## src/verilog/cpu_pkg.sv

```systemverilog
package cpu_pkg;

	// top nibble of every instruction word
	typedef enum logic [3:0] {
		op_add  = 4'h0,
		op_sub  = 4'h1,
		op_xor  = 4'h2,
		// reserved, behaves as a no-op
		op_rsv3 = 4'h3,
		op_sll  = 4'h4,
		op_sra  = 4'h5,
		op_ror  = 4'h6,
		// reserved, behaves as a no-op
		op_rsv7 = 4'h7,
		op_lw   = 4'h8,
		op_sw   = 4'h9,
		op_llb  = 4'ha,
		op_lhb  = 4'hb,
		op_b    = 4'hc,
		op_br   = 4'hd,
		op_pcs  = 4'he,
		op_hlt  = 4'hf
	} opcode_t;

	// branch conditions, bits 11:9 of B and BR
	typedef enum logic [2:0] {
		cond_neq    = 3'd0,
		cond_eq     = 3'd1,
		cond_gt     = 3'd2,
		cond_lt     = 3'd3,
		cond_gte    = 3'd4,
		cond_lte    = 3'd5,
		cond_ovf    = 3'd6,
		cond_always = 3'd7
	} cond_t;

	// bit positions inside the 3-bit flag word
	localparam int flag_z = 0;
	localparam int flag_v = 1;
	localparam int flag_n = 2;

	// register view, also carries imm4 and imm8 in the low bits
	typedef struct packed {
		opcode_t    opcode;
		logic [3:0] rd;
		logic [3:0] rs;
		logic [3:0] rt;
	} instr_reg_t;

	// branch view, offset counts words
	typedef struct packed {
		opcode_t    opcode;
		cond_t      cond;
		logic [8:0] offset;
	} instr_br_t;

	typedef union packed {
		instr_reg_t r;
		instr_br_t  b;
	} instr_word_t;

endpackage

```

## src/verilog/control_unit.sv

```systemverilog
`timescale 1ns/10ps

module control_unit (
	input  cpu_pkg::instr_word_t instr,
	output logic               reg_write,
	output logic               mem_read,
	output logic               mem_write,
	output logic               mem_to_reg,
	output logic               alu_src_imm,
	output logic               alu_op_sel,
	output logic               pcs,
	output logic               top_half,
	output logic               halt
);

	import cpu_pkg::*;

	always_comb begin
		// everything off, reserved opcodes stay here
		reg_write   = 1'b0;
		mem_read    = 1'b0;
		mem_write   = 1'b0;
		mem_to_reg  = 1'b0;
		alu_src_imm = 1'b0;
		alu_op_sel  = 1'b0;
		pcs         = 1'b0;
		top_half    = 1'b0;
		halt        = 1'b0;
		case (instr.r.opcode)
			op_add, op_sub, op_xor: begin
				reg_write  = 1'b1;
				alu_op_sel = 1'b1;
			end
			// shift count is the imm4 field
			op_sll, op_sra, op_ror: begin
				reg_write   = 1'b1;
				alu_op_sel  = 1'b1;
				alu_src_imm = 1'b1;
			end
			op_lw: begin
				reg_write   = 1'b1;
				mem_read    = 1'b1;
				mem_to_reg  = 1'b1;
				alu_src_imm = 1'b1;
			end
			op_sw: begin
				mem_write   = 1'b1;
				alu_src_imm = 1'b1;
			end
			op_llb: reg_write = 1'b1;
			op_lhb: begin
				reg_write = 1'b1;
				top_half  = 1'b1;
			end
			op_pcs: begin
				reg_write = 1'b1;
				pcs       = 1'b1;
			end
			op_hlt: halt = 1'b1;
			// B, BR and reserved opcodes need no datapath control
			default: ;
		endcase
	end

endmodule

```

## config.mk

```make
export PLATFORM = sky130hd
export DESIGN_NAME = control_unit
export DESIGN_NICKNAME = d
export VERILOG_FILES = /design/src/verilog/cpu_pkg.sv /design/src/verilog/control_unit.sv
export SDC_FILE = /design/constraint.sdc
export NUM_CORES = 1
export LEC_CHECK = 0
export BUFFER_PORTS_ARGS = -buffer_cell sky130_fd_sc_hd__buf_2
export CAP_MARGIN = 40
export CORE_AREA = 2 2 39 41
export DETAILED_ROUTE_END_ITERATION = 8
export DIE_AREA = 0 0 41 43
export GPL_TIMING_DRIVEN = 0
export SYNTH_ARGS = -nofsm -noshare
export SYNTH_HDL_FRONTEND = slang
export SYNTH_SLANG_ARGS = --single-unit
```

## constraint.sdc

```tcl
create_clock -name vclk -period 0.8
set_input_delay 0.12 -clock vclk [all_inputs]
set_output_delay 0.12 -clock vclk [all_outputs]
set_load 0.02 [all_outputs]
```

-- Word-level counts from Yosys, hierarchy flattened
Cells that the tools add are included.
- bits in registers: 0
- bits of input ports: 16
- output and inout bits: 9
- logic and storage cells: 23
- eq/ne operators: 11
- mux-type cells: 8
- reductions and logical operators: 4
- operators by type and width (kind ; number):
    $eq A4 B4 Y1 const B ; 6
    $eq A4 B3 Y1 const B ; 3
    $reduce_or A10 Y1 ; 1
    $mux W1 ; 8
    $reduce_or A6 Y1 ; 1
    $reduce_or A5 Y1 ; 1
    $eq A4 B1 Y1 const B ; 1
    $eq A4 B2 Y1 const B ; 1
    $logic_not A4 Y1 ; 1

-- Depth between registers and ports, before layout
Gate-level depths: netlist (run 1).
- depth after elaboration: 3
- gate-level depth with buffers: 3
- gate-level depth less buffers: 3

-- Worst setup path before layout (run 1)
OpenSTA, ideal clock, no wires.
- path type: in2out
- start point: input port instr[13] (netlist bit)
- end point: output port mem_to_reg
- arrival: 1086 ps
- data required time: 680 ps
- slack: -406 ps
- stages on the path: 3
- buffers on the path: 2
- cell sequence: clkbuf_2 -> nor3_1 -> buf_4
- word-level cells in the longest chain between the ends: 2
- ends and longest elaborated chain (what ; RTL line ; RTL):
    start: declaration ; control_unit.sv:4 ; input cpu_pkg::instr_word_t instr,
    $eq A4 B4 Y1 ; - ;
    $mux W1 ; - ;
    end: declaration ; control_unit.sv:8 ; output logic mem_to_reg,
No other way between the ends.

-- Worst setup path after layout (run 1)
- start point: input port instr[15] (netlist bit)
- end point: output port alu_src_imm
- word-level cells in the longest chain between the ends: 3
- elaborated cells between the ends (all ways): 7
- those cells by class: 5 x eq/ne; 1 x mux; 1 x reduce/logical
- ends and longest elaborated chain (what ; RTL line ; RTL):
    $eq A4 B3 Y1 / $eq A4 B4 Y1 (equally long branches) ; control_unit.sv:29 ; case (instr.r.opcode)
    $reduce_or A5 Y1 (no source line) * ; - ;
    $mux W1 * ; control_unit.sv:29 ;
    end: declaration ; control_unit.sv:9 ; output logic alu_src_imm,
Every way passes the cells marked *; elsewhere a longest branch is shown, timed or not.

==> results of run 1 <==
cell families after synthesis:
group | share of synthesized area, %
and+or+nand+nor | 54.1
AOI/OAI and AO/OA | 29.4
buffers and inverters | 16.5
critical path, stage by stage:
cell      delay (ps)
buf_8            110
nand2b_4         140
and2_4           160
o22ai_4          100
buf_6            140
cell type report:
cell class         count  share of cell area, %
multi-input cells     15                   46.9
repair buffers        13                   39.9
plain buffers          3                   6.98
well taps             16                   6.20
through the flow:
stage               instances  utilization, %  hold slack (ps)  instance area, um^2
floorplan                  18               -              317                  128
global placement           45            14.6              545                  203
detailed placement         45            14.6              548                  203
CTS                        47            21.0              532                  290
global route               47            23.3              546                  323
finish                     47            23.3              533                  323
cells in the final DEF, fill, tap and decap left out:
cell and count:
and2_4 1, nand2_4 1, nor3b_2 2, a21oi_1 1
o22ai_2 1, buf_6 5, buf_8 2, nand2_1 1
nor2_1 2, nor3_4 1, buf_4 8, a21o_1 1
o22ai_4 1, nand2_2 1, buf_2 1, nand2b_4 2
report_power, final:
part | switching [mW] | internal, mW | total [mW]
registers | 0 | 0 | 0
logic | 0.0893 | 0.0956 | 0.185
clock network | 0 | 0 | 0
total | 0.0893 | 0.0956 | 0.185
repair_timing:
action / in CTS / in global routing
gates resized for setup: 22 / 10
endpoints found under the setup margin: 8 / 8
setup buffers: 2 / 0
pin swaps: 5 / 4
worst min-delay path by stage:
stage	startpoint	endpoint	slack, ps	cells past startpoint
6_report	instr[15]	alu_op_sel	530	3
5_1_grt	instr[15]	alu_op_sel	550	3
4_1_cts	instr[15]	alu_op_sel	530	3
3_5_place_dp	instr[15]	alu_op_sel	550	3
3_3_place_gp	instr[15]	alu_op_sel	540	3
2_1_floorplan	instr[15]	alu_op_sel	320	1
synthesized netlist by cell type, drive strengths merged:
| cell | number |
|---|---|
| nand2 | 3 |
| clkbuf | 2 |
| nand2b | 2 |
| nor2 | 2 |
| nor3b | 2 |
| o22ai | 2 |
| a21o | 1 |
| a21oi | 1 |
| and2 | 1 |
| buf | 1 |
| nor3 | 1 |
per-layer routing:
layer | wire length (um) | up-vias | GRT usage (%)
li1 | - | 87 | -
met1 | 165 | 78 | 5.06
met2 | 231 | 9 | 9.38
met3 | 34 | 0 | 0
met4 | 0 | 0 | 0
met5 | 0 | - | 0
==> out/summary.txt, run 1 <==
Power density cells = 573 nW/um^2
Setup TNS = -270 ps
Final Max Slew Viols = 0
Slew margin rel. = 89.6%
Routed wire length per instance = 9.17 um
Port Buf Inserts = 11
Die X = 41 um
YS warnings = 0
DR vias = 174
Worst EP required = 680 ps
Via-per-instance ratio = 3.70
Die height = 43 um
FF/Latch Area = 0 um^2
Final hold vios = 0
Pin count of the biggest net entering global routing = 9
Synth area leaders = nor3b_1 (14%), nand2b_1 (12%), o22ai_2 (12%)
Run status = finished with violations
Post-synth net total = 34
Area Overhead vs Synth = 204%
CP Max Fanout = 5
Ant. Diodes = 0
Post-route ant nets = 0
Period utilisation layout = 112%
Starting Density = 7.69%
Clock Buffer Count = 0
GR Overflow Total = 0
Global placer's final weighted congestion = 0.521
Fin nets = 49
Multi-input logic area = 151 um^2
Mapped Area = 106 um^2
Pre-Repair DR Iteration Count = 2
Maximum ir drop on the vdd rail = 131 uV
Die ar. = 1760 um^2
Layout cells sized above 1 = 83.9%
Crit path capture = alu_src_imm
Final wirelength = 431 um
# DRC = 0
RSZ-0062 raised after global routing = yes
Final Power = 0.185 mW
Fin crit period = 892 ps
Post-CTS Hold Buffers = 0
Yosys top cell by area = nor3b_1
Filler cells = 152
Max Fclk = 1.12 GHz
Setup Crit Path Kind = in -> out
Violated checks = negative setup slack
First-pass GRT wire length = 600 um
Final number of setup-violating endpoints = 4
Netlist cell types = 12
Initial antenna violation count = 0
Mapped Avg Cell Area = 5.91 um^2
Crit end category = output port
DP Wirelength = 280 um
Critical Path AT = 770 ps
Seq Cell Count = 0
Place WS = -280 ps
Initial DRC Count = 1
Startpoint Class = input pin
Top-Level Pins = 25
Core ar. = 1380 um^2
Vias in the first global route = 160
Gr usage total = 4.60%
Rows = 14
Post-synthesis sequential area ratio = 0%
Worst-Margin Slew = 156 ps
Lkg Pwr = 0.152 nW
Cell count after synthesis = 18
Final worst-path setup slack = -92.3 ps
Area share of the largest cell type after synthesis = 14.1%
Max Cap Viol = 0
Worst Setup SP = instr[15]
Worst Hold Class = in -> out
Power figures use the tool's default switching activity.
==> inputs of run 2 (changes only) <==
==> constraint.sdc (replaced) <==
create_clock -name vclk -period 1.1
set_input_delay 0.165 -clock vclk [all_inputs]
set_output_delay 0.165 -clock vclk [all_outputs]
set_load 0.02 [all_outputs]
==> out/summary.txt, run 2 (synthesized netlist as in run 1, its figures left out) <==
Area Overhead vs Synth = 97.6%
Worst EP required = 940 ps (+260 ps)
Setup TNS = 0 ps (+270 ps)
Die X = 41 um (unchanged)
Maximum ir drop on the vdd rail = 49.0 uV (-62%)
Startpoint Class = input pin
Final hold vios = 0 (unchanged)
Setup bufs post-CTS = 0 (-2)
Post-CTS Hold Buffers = 0 (unchanged)
Ant. Diodes = 0 (unchanged)
Most frequent cells in the layout = buf_2 (9), nand2_1 (3)
Clock Buffer Count = 0 (unchanged)
Run status = finished, final reports clean
Setup Crit Path Kind = in -> out
Gr usage total = 2.80% (-1.8 points)
First-pass GRT wire length = 379 um (-37%)
RSZ-0062 raised after global routing = no
Port Buf Inserts = 11 (unchanged)
Global placer's final weighted congestion = 0.465 (-11%)
Filler cells = 155 (+2.0%)
Share of power burned in registers = 0% (unchanged)
Vias in the first global route = 106 (-34%)
Lkg Pwr = 0.113 nW (-26%)
Worst Hold Class = in -> out
Final wirelength = 366 um (-15%)
Final number of setup-violating endpoints = 0 (-4)
Layout cells sized above 1 = 62.1% (-22 points)
Finished Core Util = 15.2% (-8.1 points)
Psw = 0.0511 mW (-43%)
Starting Density = 7.69% (unchanged)
Initial antenna violation count = 0 (unchanged)
Post-route ant nets = 0 (unchanged)
Period utilisation layout = 94.9%
Fin nets = 47 (-4.1%)
Power density cells = 422 nW/um^2 (-26%)
Pin count of the biggest net entering global routing = 9 (unchanged)
Fin crit period = 1040 ps
Critical Path AT = 880 ps (+110 ps)
Worst-Margin Slew = 171 ps (+15.2 ps)
Top-Level Pins = 25 (unchanged)
Max Cap Viol = 0 (unchanged)
Commonest non-fill, non-tap cell in the layout = buf_2
FF/Latch Area = 0 um^2 (unchanged)
P_int = 0.0377 mW (-61%)
Seq Cell Count = 0 (unchanged)
Initial DRC Count = 0 (-1)
Die ar. = 1760 um^2 (unchanged)
CP Max Fanout = 5 (unchanged)
Comb power frac = 100.0% (about the same)
Crit end category = output port
Clk pwr share = 0% (unchanged)
Sw frac = 57.6% (+9.3 points)
Final Max Slew Viols = 0 (unchanged)
Core ar. = 1380 um^2 (unchanged)
DR vias = 159 (-8.6%)
Die height = 43 um (unchanged)
Multi-input logic area = 109 um^2 (-28%)
Slew margin rel. = 88.6% (-0.98 points)
Rows = 14 (unchanged)
Max Fclk = 0.958 GHz
Routed wire length per instance = 8.13 um (-11%)
GR Overflow Total = 0 (unchanged)
Via-per-instance ratio = 3.53 (-4.6%)
# DRC = 0 (unchanged)
Pre-Repair DR Iteration Count = 1 (-1)
-- run 2: area by class of cell --
| cell class | count | area share, % |
|---|---|---|
| multi-input cells | 15 | 51.8 |
| well taps | 16 | 9.52 |
| plain buffers | 3 | 8.33 |
| repair buffers | 11 | 30.4 |
-- run 2: what timing repair did --
action | in CTS | in global routing
resized for setup | 1 | 5
setup endpoints to repair | 1 | 4
pin swaps | 0 | 1
-- run 2: path summary, 6_finish.rpt --
kind	from	endpoint	cells past startpoint
min	instr[15]	alu_op_sel	3
max	instr[15]	alu_src_imm	5
-- run 2: per-stage QoR --
stage	cell area (um^2)	cells	setup WS [ps]	hold WS [ps]	total power [mW]
finish	210	45	55.8	687	0.0888
global route	210	45	9.34	703	0.0966
CTS	189	45	7.57	650	0.0793
detailed placement	186	45	-4.71	649	0.0771
global placement	186	45	-3.03	633	0.0760
floorplan	111	18	22.1	407	0.0535
-- run 2: layer usage --
layer	part of all wire [%]	wire (um)	GRT usage (%)
met2	54	198	6.56
met1	36	131	2.22
met5	0	0	0
met3	9.8	36	0
met4	0	0	0
-- run 2: critical path, stage by stage --
cell and delay [ps]:
buf_2 140, nand2b_4 150, and2_1 160, o22ai_2 130, buf_6 140
-- run 2: power groups by stage --
stage	clock (mW)	combinational, mW	sequential, mW
6_report	0	0.0888	0
5_1_grt	0	0.0966	0
4_1_cts	0	0.0793	0
3_3_place_gp	0	0.0760	0
2_1_floorplan	0	0.0535	0
3_5_place_dp	0	0.0771	0
==> inputs of run 3 (changes only) <==
==> constraint.sdc (replaced) <==
create_clock -name vclk -period 1.1
set_input_delay 0.055 -clock vclk [all_inputs]
set_output_delay 0.055 -clock vclk [all_outputs]
set_load 0.02 [all_outputs]
==> out/summary.txt, run 3 (synthesized netlist as in run 1, its figures left out) <==
Starting Density = 7.69% (unchanged)
CP Max Fanout = 5 (unchanged)
Crit path max-delay family = buffers and inverters
CP Cell Sequence = buf_2 -> nand2b_1 -> nor3_1 -> buf_4 -> buf_2
Fin nets = 47 (unchanged)
Gr usage total = 3.60% (+0.80 points)
Pre-Repair DR Iteration Count = 2 (+1)
Core ar. = 1380 um^2 (unchanged)
Critical Path AT = 860 ps (-20 ps)
Power density cells = 414 nW/um^2 (-2.0%)
Layout cells sized above 1 = 51.7% (-10 points)
Max Fclk = 1.09 GHz (+14%)
Slowest stage delay, CP = 200 ps (+40 ps)
Worst-Margin Slew = 205 ps (+33.8 ps)
Final hold vios = 0 (unchanged)
Via-per-instance ratio = 3.44 (-2.5%)
Global placer's final weighted congestion = 0.550 (+18%)
Crit path top cell by count = buf_2
Final wirelength = 333 um (-9.0%)
Worst Setup SP = instr[14]
Slew margin rel. = 86.3% (-2.4 points)
Final Max Slew Viols = 0 (unchanged)
Initial antenna violation count = 0 (unchanged)
Place WS = 190 ps (+195 ps)
Fin crit period = 915 ps (-129 ps)
Seq Cell Count = 0 (unchanged)
DP Wirelength = 294 um
Post-CTS Hold Buffers = 0 (unchanged)
FF/Latch Area = 0 um^2 (unchanged)
Pin count of the biggest net entering global routing = 9 (unchanged)
Top-Level Pins = 25 (unchanged)
Rows = 14 (unchanged)
DR vias = 155 (-2.5%)
Die ar. = 1760 um^2 (unchanged)
Period utilisation layout = 83.2% (-12 points)
Routed wire length per instance = 7.40 um (-9.0%)
Worst Hold Class = in -> out
Port Buf Inserts = 11 (unchanged)
Setup Crit Path Kind = in -> out
Die X = 41 um (unchanged)
Commonest non-fill, non-tap cell in the layout = buf_2
Worst EP required = 1040 ps (+100 ps)
Maximum ir drop on the vdd rail = 34.0 uV (-31%)
Setup TNS = 0 ps (unchanged)
Max Cap Viol = 0 (unchanged)
Setup bufs post-CTS = 0 (unchanged)
Run status = finished, final reports clean
Clock Buffer Count = 0 (unchanged)
Ant. Diodes = 0 (unchanged)
Final worst-path setup slack = 185 ps (+129 ps)
Post-route ant nets = 0 (unchanged)
Crit path capture = mem_to_reg
Startpoint Class = input pin
Area Overhead vs Synth = 70.6%
Worst path depth = 5 (unchanged)
Critical path buffers and inverters = 3 (+1)
Post-CTS sizing = 0 (-1)
RSZ-0062 raised after global routing = no
Die height = 43 um (unchanged)
Crit end category = output port
Vias in the first global route = 111 (+4.7%)
# DRC = 0 (unchanged)
First-pass GRT wire length = 483 um (+27%)
Final number of setup-violating endpoints = 0 (unchanged)
Critical path's slowest cell = nand2b_1
Initial DRC Count = 1 (+1)
Lkg Pwr = 0.0990 nW (-12%)
GR Overflow Total = 0 (unchanged)
Most frequent cells in the layout = buf_2 (11), nand2_1 (3)
-- run 3: cell type report --
class                      instances  area [um^2]
buffer                             3         17.5
fill                             156         1200
multi-input combinational         15         88.8
tap                               16         20.0
timing repair buffer              11         55.1
-- run 3: worst min-delay path by stage --
stage               startpoint  slack (ps)         end  cells past startpoint
global placement     instr[15]         410  alu_op_sel                      3
finish               instr[15]         420  alu_op_sel                      3
floorplan            instr[15]         190  alu_op_sel                      1
CTS                  instr[15]         420  alu_op_sel                      3
global route         instr[15]         450  alu_op_sel                      3
detailed placement   instr[15]         420  alu_op_sel                      3
-- run 3: routing by layer --
metal	part of all wire, %	GRT usage (%)	wire [um]
met2	56	7.50	185
met3	7.8	0	26
met4	0	0	0
met5	0	0	0
met1	36	3.80	120
-- run 3: power breakdown --
| group | internal [mW] | leakage (nW) | switching [mW] |
|---|---|---|---|
| Combinational | 0.0291 | 0.0990 | 0.0460 |
| Sequential | 0 | 0 | 0 |
| Clock | 0 | 0 | 0 |
-- run 3: through the flow --
stage,instance area (um^2),power (mW),std cells,hold slack [ps],utilization [%]
3_5_place_dp,181,0.0754,45,419,13.1
2_1_floorplan,106,0.0523,18,187,-
5_1_grt,181,0.0824,45,446,13.1
6_report,181,0.0751,45,418,13.1
3_3_place_gp,181,0.0745,45,414,13.1
4_1_cts,181,0.0756,45,421,13.1
